File: src/hdl/lane_pkg.sv
// ~~~~~~~~~~~~~~~~~~~~~~~~~~~~~~
// shared types and constants for the two-lane serial receiver.
// ~~~~~~~~~~~~~~~~~~~~~~~~~~~~~~
`default_nettype none

package lane_pkg;

  // one received data byte.
  typedef logic [7:0] byte_t;

  // bit position inside the byte being assembled.
  typedef logic [2:0] bit_cnt_t;

  // lane synchronisation states.
  typedef enum logic {
    SYNC_HUNT   = 1'b0,
    SYNC_ACTIVE = 1'b1
  } sync_state_e;

  // sync and idle fill byte.
  localparam byte_t SYNC_BYTE = 8'hBC;

endpackage

`default_nettype wire

File: src/hdl/byte_deserializer.sv
// ~~~~~~~~~~~~~~~~~~~~~~~~~~~~~~
// byte deserializer for one lane.
// hunts for a run of sync bytes, then strobes out every data byte.
// ~~~~~~~~~~~~~~~~~~~~~~~~~~~~~~
`timescale 1ns/1ps
`default_nettype none

module byte_deserializer #(
  parameter int SYNC_COUNT = 4
) (
  input  wire                 clk8f,
  input  wire                 reset,
  input  wire                 serial,
  output lane_pkg::byte_t     data,
  output logic                valid,
  output logic                active
);

  localparam int CNT_W = $clog2(SYNC_COUNT + 1);

  lane_pkg::byte_t       shift_reg;
  lane_pkg::bit_cnt_t    bit_cnt;
  logic                  byte_done;
  logic [CNT_W-1:0]      sync_cnt;
  lane_pkg::sync_state_e state;
  logic                  is_sync;

  // ~~~~~~~~~~~~~~~~~~~~~~~~~~~~~~
  // bit shifter
  // ~~~~~~~~~~~~~~~~~~~~~~~~~~~~~~

  // msb arrives first, so new bits enter at the bottom.
  always_ff @(posedge clk8f) begin
    shift_reg <= {shift_reg[6:0], serial};
  end

  // byte_done marks the cycle in which shift_reg holds a whole byte.
  always_ff @(posedge clk8f) begin
    if (reset) begin
      bit_cnt   <= '0;
      byte_done <= 1'b0;
    end else begin
      bit_cnt   <= bit_cnt + 1'b1;
      byte_done <= (bit_cnt == 3'd7);
    end
  end

  assign is_sync = (shift_reg == lane_pkg::SYNC_BYTE);

  // ~~~~~~~~~~~~~~~~~~~~~~~~~~~~~~
  // sync state machine
  // ~~~~~~~~~~~~~~~~~~~~~~~~~~~~~~

  always_ff @(posedge clk8f) begin
    if (reset) begin
      state    <= lane_pkg::SYNC_HUNT;
      sync_cnt <= '0;
    end else if (byte_done) begin
      case (state)
        lane_pkg::SYNC_HUNT: begin
          if (!is_sync) begin
            sync_cnt <= '0;
          end else if (sync_cnt == CNT_W'(SYNC_COUNT - 1)) begin
            state <= lane_pkg::SYNC_ACTIVE;
          end else begin
            sync_cnt <= sync_cnt + 1'b1;
          end
        end
        default: begin
          // once active, the lane holds until reset.
          state <= lane_pkg::SYNC_ACTIVE;
        end
      endcase
    end
  end

  assign active = (state == lane_pkg::SYNC_ACTIVE);

  // sync bytes seen while active are idle fill and are dropped.
  always_ff @(posedge clk8f) begin
    if (reset) begin
      valid <= 1'b0;
    end else begin
      valid <= byte_done && active && !is_sync;
    end
  end

  always_ff @(posedge clk8f) begin
    if (byte_done) begin
      data <= shift_reg;
    end
  end

endmodule

`default_nettype wire

File: src/hdl/byte_fifo.sv
// ~~~~~~~~~~~~~~~~~~~~~~~~~~~~~~
// synchronous byte FIFO with empty, almost-full and sticky overflow.
// ~~~~~~~~~~~~~~~~~~~~~~~~~~~~~~
`timescale 1ns/1ps
`default_nettype none

module byte_fifo #(
  parameter int FIFO_DEPTH = 4
) (
  input  wire             clk8f,
  input  wire             reset,
  input  wire             push,
  input  lane_pkg::byte_t push_data,
  input  wire             pop,
  output lane_pkg::byte_t data_out,
  output logic            empty,
  output logic            almost_full,
  output logic            overflow
);

  localparam int PTR_W = (FIFO_DEPTH > 1) ? $clog2(FIFO_DEPTH) : 1;
  localparam int CNT_W = $clog2(FIFO_DEPTH + 1);

  lane_pkg::byte_t  mem [FIFO_DEPTH];
  logic [PTR_W-1:0] wr_ptr;
  logic [PTR_W-1:0] rd_ptr;
  logic [CNT_W-1:0] count;
  logic             full;
  logic             do_push;
  logic             do_pop;

  assign full    = (count == CNT_W'(FIFO_DEPTH));
  assign do_push = push && !full;
  assign do_pop  = pop && !empty;

  // ~~~~~~~~~~~~~~~~~~~~~~~~~~~~~~
  // storage and pointers
  // ~~~~~~~~~~~~~~~~~~~~~~~~~~~~~~

  always_ff @(posedge clk8f) begin
    if (do_push) begin
      mem[wr_ptr] <= push_data;
    end
  end

  // depth is a power of two, so the pointers wrap on their own.
  always_ff @(posedge clk8f) begin
    if (reset) begin
      wr_ptr <= '0;
      rd_ptr <= '0;
      count  <= '0;
    end else begin
      if (do_push) begin
        wr_ptr <= wr_ptr + 1'b1;
      end
      if (do_pop) begin
        rd_ptr <= rd_ptr + 1'b1;
      end
      if (do_push && !do_pop) begin
        count <= count + 1'b1;
      end else if (do_pop && !do_push) begin
        count <= count - 1'b1;
      end
    end
  end

  // a push against a full FIFO is lost, so flag it until reset.
  always_ff @(posedge clk8f) begin
    if (reset) begin
      overflow <= 1'b0;
    end else if (push && full) begin
      overflow <= 1'b1;
    end
  end

  assign data_out    = mem[rd_ptr];
  assign empty       = (count == '0);
  assign almost_full = (count >= CNT_W'(FIFO_DEPTH - 1));

endmodule

`default_nettype wire

File: src/hdl/dual_lane_receiver.sv
// ~~~~~~~~~~~~~~~~~~~~~~~~~~~~~~
// two-lane serial receiver top level.
// each lane deserializes into its own FIFO, the merge block pairs them.
// ~~~~~~~~~~~~~~~~~~~~~~~~~~~~~~
`timescale 1ns/1ps
`default_nettype none

module dual_lane_receiver #(
  parameter int FIFO_DEPTH = 4,
  parameter int SYNC_COUNT = 4
) (
  input  wire             clk8f,
  input  wire             reset,
  input  wire             in1,
  input  wire             in2,
  input  wire             read,
  output lane_pkg::byte_t out1,
  output lane_pkg::byte_t out2,
  output logic            out_valid,
  output logic            almost_full1,
  output logic            almost_full2,
  output logic            overflow1,
  output logic            overflow2,
  output logic            active1,
  output logic            active2
);

  lane_pkg::byte_t deser_data1;
  lane_pkg::byte_t deser_data2;
  logic            deser_valid1;
  logic            deser_valid2;
  lane_pkg::byte_t head1;
  lane_pkg::byte_t head2;
  logic            empty1;
  logic            empty2;
  logic            fifo_af1;
  logic            fifo_af2;
  logic            pop;

  // ~~~~~~~~~~~~~~~~~~~~~~~~~~~~~~
  // lane 1
  // ~~~~~~~~~~~~~~~~~~~~~~~~~~~~~~

  byte_deserializer #(.SYNC_COUNT(SYNC_COUNT)) lane1_deser (
    .clk8f  (clk8f),
    .reset  (reset),
    .serial (in1),
    .data   (deser_data1),
    .valid  (deser_valid1),
    .active (active1)
  );

  byte_fifo #(.FIFO_DEPTH(FIFO_DEPTH)) lane1_fifo (
    .clk8f       (clk8f),
    .reset       (reset),
    .push        (deser_valid1),
    .push_data   (deser_data1),
    .pop         (pop),
    .data_out    (head1),
    .empty       (empty1),
    .almost_full (fifo_af1),
    .overflow    (overflow1)
  );

  // ~~~~~~~~~~~~~~~~~~~~~~~~~~~~~~
  // lane 2
  // ~~~~~~~~~~~~~~~~~~~~~~~~~~~~~~

  byte_deserializer #(.SYNC_COUNT(SYNC_COUNT)) lane2_deser (
    .clk8f  (clk8f),
    .reset  (reset),
    .serial (in2),
    .data   (deser_data2),
    .valid  (deser_valid2),
    .active (active2)
  );

  byte_fifo #(.FIFO_DEPTH(FIFO_DEPTH)) lane2_fifo (
    .clk8f       (clk8f),
    .reset       (reset),
    .push        (deser_valid2),
    .push_data   (deser_data2),
    .pop         (pop),
    .data_out    (head2),
    .empty       (empty2),
    .almost_full (fifo_af2),
    .overflow    (overflow2)
  );

  lane_merge merge0 (
    .clk8f     (clk8f),
    .reset     (reset),
    .read      (read),
    .empty1    (empty1),
    .empty2    (empty2),
    .data1     (head1),
    .data2     (head2),
    .pop       (pop),
    .out1      (out1),
    .out2      (out2),
    .out_valid (out_valid)
  );

  // almost-full leaves the chip one cycle behind the FIFO flags.
  always_ff @(posedge clk8f) begin
    if (reset) begin
      almost_full1 <= 1'b0;
      almost_full2 <= 1'b0;
    end else begin
      almost_full1 <= fifo_af1;
      almost_full2 <= fifo_af2;
    end
  end

endmodule

`default_nettype wire

File: src/hdl/lane_merge.sv
// ~~~~~~~~~~~~~~~~~~~~~~~~~~~~~~
// pops both lane FIFOs together and registers the byte pair.
// ~~~~~~~~~~~~~~~~~~~~~~~~~~~~~~
`timescale 1ns/1ps
`default_nettype none

module lane_merge (
  input  wire             clk8f,
  input  wire             reset,
  input  wire             read,
  input  wire             empty1,
  input  wire             empty2,
  input  lane_pkg::byte_t data1,
  input  lane_pkg::byte_t data2,
  output logic            pop,
  output lane_pkg::byte_t out1,
  output lane_pkg::byte_t out2,
  output logic            out_valid
);

  // both lanes must hold a byte, so neither FIFO can underflow
  // and the lanes stay in lockstep.
  assign pop = read && !empty1 && !empty2;

  // ~~~~~~~~~~~~~~~~~~~~~~~~~~~~~~
  // output pair register
  // ~~~~~~~~~~~~~~~~~~~~~~~~~~~~~~

  always_ff @(posedge clk8f) begin
    if (reset) begin
      out_valid <= 1'b0;
    end else begin
      out_valid <= pop;
    end
  end

  // the head bytes are captured in the same cycle as the pop.
  always_ff @(posedge clk8f) begin
    if (pop) begin
      out1 <= data1;
      out2 <= data2;
    end
  end

endmodule

`default_nettype wire

File: config.mk
export PLATFORM = sky130hd
export DESIGN_NAME = dual_lane_receiver
export DESIGN_NICKNAME = d
export VERILOG_FILES = /design/src/hdl/lane_pkg.sv /design/src/hdl/byte_deserializer.sv /design/src/hdl/byte_fifo.sv /design/src/hdl/dual_lane_receiver.sv /design/src/hdl/lane_merge.sv
export SDC_FILE = /design/constraint.sdc
export NUM_CORES = 1
export LEC_CHECK = 0
export ABC_AREA = 1
export CELL_PAD_IN_SITES_DETAIL_PLACEMENT = 0
export CELL_PAD_IN_SITES_GLOBAL_PLACEMENT = 1
export CORE_MARGIN = 1.5
export CORE_UTILIZATION = 45
export CTS_BUF_LIST = sky130_fd_sc_hd__clkbuf_4 sky130_fd_sc_hd__clkbuf_8
export CTS_CLUSTER_SIZE = 24
export DETAILED_ROUTE_END_ITERATION = 16
export DONT_BUFFER_PORTS = 1
export PLACE_DENSITY = 0.81
export SKIP_CTS_REPAIR_TIMING = 1
export SYNTH_ARGS = -nofsm -noshare
export SYNTH_HDL_FRONTEND = slang
export SYNTH_SLANG_ARGS = --single-unit
export TNS_END_PERCENT = 5
File: constraint.sdc
create_clock -name clk8f -period 3.6 [get_ports clk8f]
set_input_delay 0.18 -clock clk8f [delete_from_list [all_inputs] [get_ports clk8f]]
set_output_delay 0.18 -clock clk8f [all_outputs]
set_load 0.005 [all_outputs]
======== After elaboration in Yosys (flattened, before gate mapping) ========
Memories as Yosys holds them, arrays and structs flattened. A register that Yosys moved wholly into a read port is not among the register bits.
Cells that the tools add are included.
operators by class
  bitwise gates (word level) .............. 2
  magnitude comparators ................... 2
  muxes and demuxes ....................... 18
  equality and inequality tests ........... 10
  add/sub/neg operators ................... 12
  reduce and logical (&&, ||, !) cells .... 32
operator list
  cell                   count
  $mux W3                8
  $add A3 B1 Y3 const B  6
  $eq A8 B8 Y1 const B   2
  $logic_and A1 B1 Y1    16
  $eq A3 B3 Y1 const B   4
  $logic_not A1 Y1       10
  $mux W1                10
  $add A2 B1 Y2 const B  4
  $eq A3 B2 Y1 const B   2
  $ge A3 B2 Y1 const B   2
  $logic_not A3 Y1       2
  $reduce_and A3 Y1      2
  $sub A3 B1 Y3 const B  2
  $ne A2 B2 Y1 const B   2
  $reduce_bool A2 Y1     2
  $not A1 Y1             2
word-level totals
  RAM bits ................................ 64
  bits in registers ....................... 69
  bits of input ports ..................... 5
  output and inout bits ................... 23
  memories ................................ 2
memory list
  memory          words  width  rd ports  clocked after Yosys merged registers in  wr ports  line             text
  lane1_fifo.mem  4      8      1         1                                        1         byte_fifo.sv:24  lane_pkg::byte_t mem [FIFO_DEPTH];
  lane2_fifo.mem  4      8      1         1                                        1         byte_fifo.sv:24

======== Depth between registers and ports, before layout ========
Gate-level depths: netlist of run 1.
  depth in word-level cells ............... 8
  mapped depth ............................ 12
  mapped depth without buffers ............ 12

======== By module ========
Synthesis of run 1 repeated with hierarchy kept, for this count alone.
unflattened totals
  cells, all modules ...................... 472
  area total of the unflattened synthesis .. 5758.0 um^2
by module, submodules not included
  module              area an instance (um^2)  sequential area each (um^2)  times used  cells an instance
  byte_fifo           1740.4                   1161.1                       2           151
  byte_deserializer   847.1                    580.6                        2           71
  lane_merge          528.0                    500.5                        1           22
  dual_lane_receiver  55.1                     40.0                         1           6

======== Worst setup path before layout of run 1 ========
Ideal clock, no wire load.
  path type ............................... register to register
  start point ............................. reg lane1_fifo.count[1]
  end point ............................... reg lane2_fifo.count[2]
  period minus slack after synthesis ...... 1706 ps
  required time ........................... 3487 ps
  buffers on the path ..................... 0
  library setup time ...................... 113 ps
  path slack .............................. 1894 ps
  stages on the path, launching flop included .. 11
  arrival time ............................ 1593 ps
  cells stage by stage .................... dfxtp_1 -> inv_1 -> nand3_2 -> nand3_4 -> ha_1 -> inv_1 -> fa_1 -> a21oi_1 -> o21ai_0 -> nor2_1 -> nor2_1
between the ends
  longest elaborated chain between the ends .. 8
  elaborated cells on any way between the ends .. 10
  those cells by class .................... 1 x mux; 9 x reduce/logical
RTL lines
  element                                        line              text
  start: declaration                             byte_fifo.sv:27   logic [CNT_W-1:0] count;
  start signal: assignment                       byte_fifo.sv:60   count <= count + 1'b1;
  start signal: assignment                       byte_fifo.sv:62   count <= count - 1'b1;
  $logic_not A3 Y1 (*)                           byte_fifo.sv:77   assign empty = (count == '0);
  $logic_not A1 Y1 (*)                           lane_merge.sv:23  assign pop = read && !empty1 && !empty2;
  $logic_and A1 B1 Y1 (*) (2 in series)          lane_merge.sv:23
  $logic_and A1 B1 Y1 (*)                        byte_fifo.sv:34   assign do_pop = pop && !empty;
  $logic_not A1 Y1                               byte_fifo.sv:59   if (do_push && !do_pop) begin
  $logic_and A1 B1 Y1                            byte_fifo.sv:59
  $mux W3 or $reduce_bool A2 Y1 (tied branches)  n/a
  end signal: assignment                         byte_fifo.sv:60
  end signal: assignment                         byte_fifo.sv:62
  end: declaration                               byte_fifo.sv:27
Every way passes the cells marked *; elsewhere a longest branch is shown, timed or not.
A chain may end at the register's enable or synchronous reset.

======== Worst setup path after layout of run 1 ========
  start point ............................. reg lane2_fifo.count[0]
  end point ............................... reg lane2_fifo.count[2]
between the ends
  elaborated cells on any way between the ends .. 16
  those cells by class .................... 2 x add/sub; 1 x eq/ne; 2 x mux; 11 x reduce/logical
RTL lines
  element                       line             text
  $eq A3 B3 Y1 (*)              byte_fifo.sv:32  assign full = (count == CNT_W'(FIFO_DEPTH));
  $logic_not A1 Y1 (*)          byte_fifo.sv:33  assign do_push = push && !full;
  $logic_and A1 B1 Y1 (*)       byte_fifo.sv:33
  via lane2_fifo.do_push        byte_fifo.sv:29  logic do_push;
  $logic_not A1 Y1              byte_fifo.sv:61  end else if (do_pop && !do_push) begin
  $logic_and A1 B1 Y1           byte_fifo.sv:61
  $reduce_bool A2 Y1 (no line)  n/a
Mark *: on every way through the listed nets, which the timed path passes. The rest lies on a longest branch. The select of a mux whose other input is x is not followed.

==> results.yml, run 1 <==
outcome:
  status: "complete, no violations"
drt:
  routed_wl_mm: 8.81
  via_per_inst: 4.79
  drt.antenna.violating_nets: 0
  drc: 0
  wl_per_cell_um: 14.0
  vias: 3019
  drtIter0Drc: 200
  drt-pass1-iter-count: 4
synthesis:
  synth_area_sq_um: 5600
  synth_cell_types: 27
  synth_top_area_share_pct: 51.5
  syn-num-nets: 463
  syn_area_per_cell_sq_um: 12.8
  synth_area_leaders: "edfxtp_1, dfxtp_1, nor2_1"
  synth_cells: 438
  synth.ff_latch_count: 149
  synth_seq_area_share_pct: 70.4
  synth_top_cell_by_area: "edfxtp_1"
  yosysWarnings: 0
place:
  post-place-ws_ps: 1740
  io_buffers: 0
  post_dp_cell_area_sq_um: 5720
  hpwl_mm: 5.51
  routabilityCongestion: 0.736
  place_inst: 594
layout:
  stdcell_count: 630
  reg_top3: "lane1_fifo.mem: 32 flops, lane2_fifo.mem: 32 flops"
  postLayoutCellArea_sq_um: 6200
  nets: 474
  area_delta_synth_final_pct: 10.7
  nFillCells: 1019
  insertedDiodeCount: 0
  drive_above_1_share_pct: 13.6
worst_hold_path:
  hold_class: "input pin to flop"
setup_path:
  path_common_cell: "inv_1"
  critical_path_class: "flop to flop"
  critPathMaxStageDelay_ps: 390
  worst-path-max-fanout: 9
  crit_path_end_kind: "flop"
  path_buf_inv: 3
  required_ps: 3980
  crit_chain: "inv_1 > nand3_1 > nand2_2 > inv_1 > ha_1 > inv_1 > fa_1 > a21oi_1 > o21ai_0 > nand2_1 > nand2_1 > nor2_1"
  worst_setup_path_start_kind: "flop"
  crit_family: "adder cells"
  worstPathArrival_ps: 2270
  cp_slowest_cell: "dfxtp_1"
clocking:
  cts_num_sinks: 149
  cts_buffers: 17
  cts_root_buf: "clkbuf_8"
  ctsLongestPathBuffers: 2
  path_clk_slew_ps: 80
  insertion_delay_ps: 440
  htree_num_levels: 4
  cts_tree: "built"
job:
  drv_cap: 0
global_routing:
  first_global_vias: 2900
  grt_remaining_overflow: 0
  grt_max_degree: 21
  grt_usage_pct: 15.1
  antenna_found_initial: 0
  grt_first_pass_wirelength_mm: 14.8
power:
  p_leak_nw: 2.25
  vdd_ir_drop_max_mv: 0.242
  power.density_nw_per_um2: 529
sta:
  rsz0062_at_grt: "no"
  min_period_over_period_pct: 52.4
  setup_viol: 0
  tightestPinTransition_ps: 847
  hold_slack_ps: 44.9
  fmax_mhz: 530
  timing.final.ws_setup_ps: 1710
  fin_crit_ps: 1890
  hold_viol: 0
  slew_violations: 0
  fin_skew_ps: 10.8
  relSlewSlack_pct: 43.4
  tns_ps: 0
floorplan:
  die_w_um: 115
  start_util_pct: 46.4
  ioPinCount: 28
  die_area_sq_um: 13100
  die_h_um: 115
  fp-row-count: 40
  core_sq_um: 12100
-- cell usage after synthesis (all sizes together) --
library cell,count
dfxtp,53
o22ai,18
nand4,2
ha,18
buf,10
clkbuf,2
nand3,20
o21ai,44
inv,52
a21oi,24
edfxtp,96
a211oi,2
nand2,28
nor2,65
xor2,2
fa,2
-- tightest hold or removal path, delay by kind of cell --
| family | cells | cell delay [ps] |
|---|---|---|
| and+or+nand+nor | 2 | 140 |
| buffers and inverters | 1 | 120 |
-- cells by family (layout without fill, tap and decap cells) --
logic type	count (synthesis)	after routing	share of synthesized area, %
flip-flops	149	149	70.4
AND/OR/NAND/NOR	115	115	10.6
AO/OA/AOI/OAI	88	88	8.67
buffers and inverters	64	88	5.25
adder cells (fa/ha/maj)	20	20	4.74
XOR/XNOR	2	2	0.313
-- layer usage --
metal	share of wire (%)	vias up	wire, um	global-route usage, %
li1	-	1536	-	-
met1	49	1405	4360	19.6
met2	45	63	3970	22.8
met3	3.9	15	340	5.98
met4	1.6	0	142	6.25
met5	0	-	0	0
-- final timing paths --
| kind | slack (ps) | end | cells past startpoint | from |
|---|---|---|---|---|
| min reg2reg | 370 | lane1_deser.shift_reg[7]$_DFF_P_ | 0 | lane1_deser.shift_reg[6]$_DFF_P_ |
| min | 40 | lane2_fifo.count[2]$_SDFFE_PP0P_ | 3 | reset |
| max | 1710 | lane2_fifo.count[2]$_SDFFE_PP0P_ | 12 | lane2_fifo.count[0]$_SDFFE_PP0P_ |
| max reg2reg | 1710 | lane2_fifo.count[2]$_SDFFE_PP0P_ | 12 | lane2_fifo.count[0]$_SDFFE_PP0P_ |
-- layout make-up --
cell class	instances	area, sq um	area share [%]
Inverter	52	203	3.27
Timing Repair Buffer	4	40.0	0.645
Multi-Input combinational cell	225	1360	22.0
Clock buffer	20	256	4.13
Clock inverter	12	186	3.01
Tap cell	168	210	3.39
Sequential cell	149	3940	63.6
-- power by group --
| group | internal [W] | switching [W] | leakage, nW | total (W) |
|---|---|---|---|---|
| sequential | 0.00181 | 0.0000107 | 1.30 | 0.00183 |
| combinational | 0.0000136 | 0.0000249 | 0.726 | 0.0000385 |
| clock | 0.000839 | 0.000577 | 0.230 | 0.00142 |
-- cell usage in the layout, fill, tap and decap left out, types with 3 or more instances in the layout --
cell	instances
dlygate4sd3_1	4
dfxtp_1	53
nand3_1	15
nor2_8	3
nand2_2	12
inv_2	5
nor2_1	61
inv_1	44
a21oi_1	22
o21ai_0	42
clkbuf_4	3
bufinv_16	5
clkinv_2	4
edfxtp_1	96
clkbuf_8	17
ha_1	18
nand3_4	3
inv_4	3
o22ai_1	18
nand2_1	16
-- metrics by stage --
stage,total power [W],utilization [%]
2_1_floorplan,0.00189,-
3_3_place_gp,0.00189,47.4
3_5_place_dp,0.00190,47.4
4_1_cts,0.00331,51.1
5_1_grt,0.00339,51.4
6_report,0.00328,51.4
Power figures use the tool's default switching activity.
==> run 2: changes to the inputs <==
--- a/config.mk
+++ b/config.mk
@@ -14,7 +14,7 @@
 export CTS_CLUSTER_SIZE = 24
 export DETAILED_ROUTE_END_ITERATION = 16
 export DONT_BUFFER_PORTS = 1
-export PLACE_DENSITY = 0.81
+export PLACE_DENSITY = 0.83
 export SKIP_CTS_REPAIR_TIMING = 1
 export SYNTH_ARGS = -nofsm -noshare
 export SYNTH_HDL_FRONTEND = slang
==> constraint.sdc (replaced) <==
create_clock -name clk8f -period 1.7 [get_ports clk8f]
set_input_delay 0.085 -clock clk8f [delete_from_list [all_inputs] [get_ports clk8f]]
set_output_delay 0.085 -clock clk8f [all_outputs]
set_load 0.005 [all_outputs]
==> results.yml, run 2 (same netlist as run 1, synthesis figures left out) <==
place:
  routabilityCongestion: 0.759
  post_dp_cell_area_sq_um: 5890
  io_buffers: 0
  hpwl_mm: 5.93
sta:
  fmax_mhz: 584
  hold_slack_ps: -26.3
  relSlewSlack_pct: 75.0
  fin_skew_ps: 14.2
  setup_viol: 1
  fin_crit_ps: 1710
  tightestPinTransition_ps: 374
  hold_viol: 2
  slew_violations: 0
  rsz0062_at_grt: "yes"
  min_period_over_period_pct: 101
  timing.final.ws_setup_ps: -13.6
outcome:
  failed_checks: "negative hold slack, negative setup slack"
  status: "complete, but fails checks"
layout:
  nets: 513
  area_delta_synth_final_pct: 17.2
  drive_above_1_share_pct: 22.0
  reg_top3: "lane1_fifo.mem: 32 flops, lane2_fifo.mem: 32 flops"
  seqCellArea_sq_um: 3950
  multi_input_area_sq_um: 1440
  postLayoutCellArea_sq_um: 6570
  final_cell_mix: "edfxtp_1, nor2_1, dfxtp_1, o21ai_0, inv_1"
  final_common_cell: "edfxtp_1"
  insertedDiodeCount: 0
  nFillCells: 998
global_routing:
  top_usage_layer: "met2"
  grt_usage_pct: 15.3
  first_global_vias: 3098
  antenna_found_initial: 0
  grt.met2_usage_pct: 24.7
  grt_first_pass_wirelength_mm: 14.9
  use_met1_pct: 18.3
  grt_max_degree: 21
  grt_remaining_overflow: 0
  use_met3_pct: 5.72
setup_path:
  required_ps: 2020
  critical_path_class: "flop to flop"
  worstPathArrival_ps: 2030
  worst-path-max-fanout: 4
  crit_chain: "inv_2 > nand3_4 > nand3_2 > ha_4 > dlygate4sd3_1 > a21oi_1"
  critPathMaxStageDelay_ps: 580
  cp_slowest_cell: "dlygate4sd3_1"
  crit_path_end_kind: "flop"
  worst_setup_path_start_kind: "flop"
clocking:
  path_clk_slew_ps: 80
  cts_tree: "built"
  cts_root_buf: "clkbuf_8"
  cts_buffers: 17
  htree_num_levels: 4
  insertion_delay_ps: 440
  cts_num_sinks: 149
  ctsLongestPathBuffers: 2
floorplan:
  die_w_um: 115
  fp-row-count: 40
  ioPinCount: 28
  die_area_sq_um: 13100
  start_util_pct: 46.4
  core_sq_um: 12100
  die_h_um: 115
drt:
  routed_wl_mm: 9.41
  vias: 3276
  drtIter0Drc: 213
  wl_per_cell_um: 14.1
  via_per_inst: 4.90
  drt.antenna.violating_nets: 0
  drc: 0
  drt-pass1-iter-count: 5
job:
  drv_cap: 0
worst_hold_path:
  hold_class: "input pin to flop"
power:
  p_leak_nw: 2.43
  vdd_ir_drop_max_mv: 0.434
  power.density_nw_per_um2: 999
-- run 2: cell count changes in the layout (fill, tap and decap cells not counted), sizes merged --
| cell | previous run | this run |
|---|---|---|
| inv | 52 | 53 |
| bufinv | 5 | 2 |
| clkinvlp | 0 | 5 |
| clkbuf | 20 | 19 |
| clkinv | 7 | 5 |
| dlygate4sd3 | 4 | 18 |
| buf | 0 | 25 |
-- run 2: layout make-up --
cell class	instances	share of cell area [%]
Clock buffer	19	3.79
Clock inverter	13	2.04
Inverter	52	3.32
Multi-Input combinational cell	225	21.9
Sequential cell	149	60.2
Tap cell	168	3.20
Timing Repair Buffer	43	5.60
-- run 2: final timing paths --
check                                   start                                to  slack, ps  cells past startpoint
max          lane2_fifo.count[2]$_SDFFE_PP0P_  lane1_fifo.count[0]$_SDFFE_PP0P_        -10                      6
min reg2reg  lane1_deser.shift_reg[6]$_DFF_P_  lane1_deser.shift_reg[7]$_DFF_P_        370                      0
min                                      read  lane2_fifo.count[0]$_SDFFE_PP0P_        -30                      3
max reg2reg  lane2_fifo.count[2]$_SDFFE_PP0P_  lane1_fifo.count[0]$_SDFFE_PP0P_        -10                      6
-- run 2: metrics by stage --
stage                     setup WS, ps  utilization, %  power (W)  std cells  setup TNS, ps
after floorplan                   9.13               -    0.00401        438              0
after global placement            45.1            48.8    0.00401        616              0
after detailed placement         -53.7            48.8    0.00402        616          -82.1
after CTS                        -84.8            52.0    0.00660        648           -121
after global routing             -97.8            54.4    0.00681        669           -323
final                            -13.6            54.4    0.00656        669          -13.6
-- run 2: worst max-delay path, delay by kind of cell, from the launching register on --
kind	cells	cell delay, ps
buffers and inverters	2	660
flip-flops	1	400
AND/OR/NAND/NOR	2	170
adder cells (fa/ha/maj)	1	290
AO/OA/AOI/OAI	1	80
-- run 2: routing by layer --
layer  routed length (um)  share of wire, %
met5                    0                 0
met4                  129               1.4
met3                  489               5.2
met2                 4720                50
met1                 4070                43
-- run 2: report_power, final --
| part | total, W | leakage (nW) | internal, W | switching (W) |
|---|---|---|---|---|
| combinational | 0.0000926 | 0.950 | 0.0000401 | 0.0000526 |
| clock | 0.00260 | 0.182 | 0.00133 | 0.00128 |
| sequential | 0.00386 | 1.30 | 0.00384 | 0.0000218 |
| total | 0.00656 | 2.43 | 0.00521 | 0.00135 |
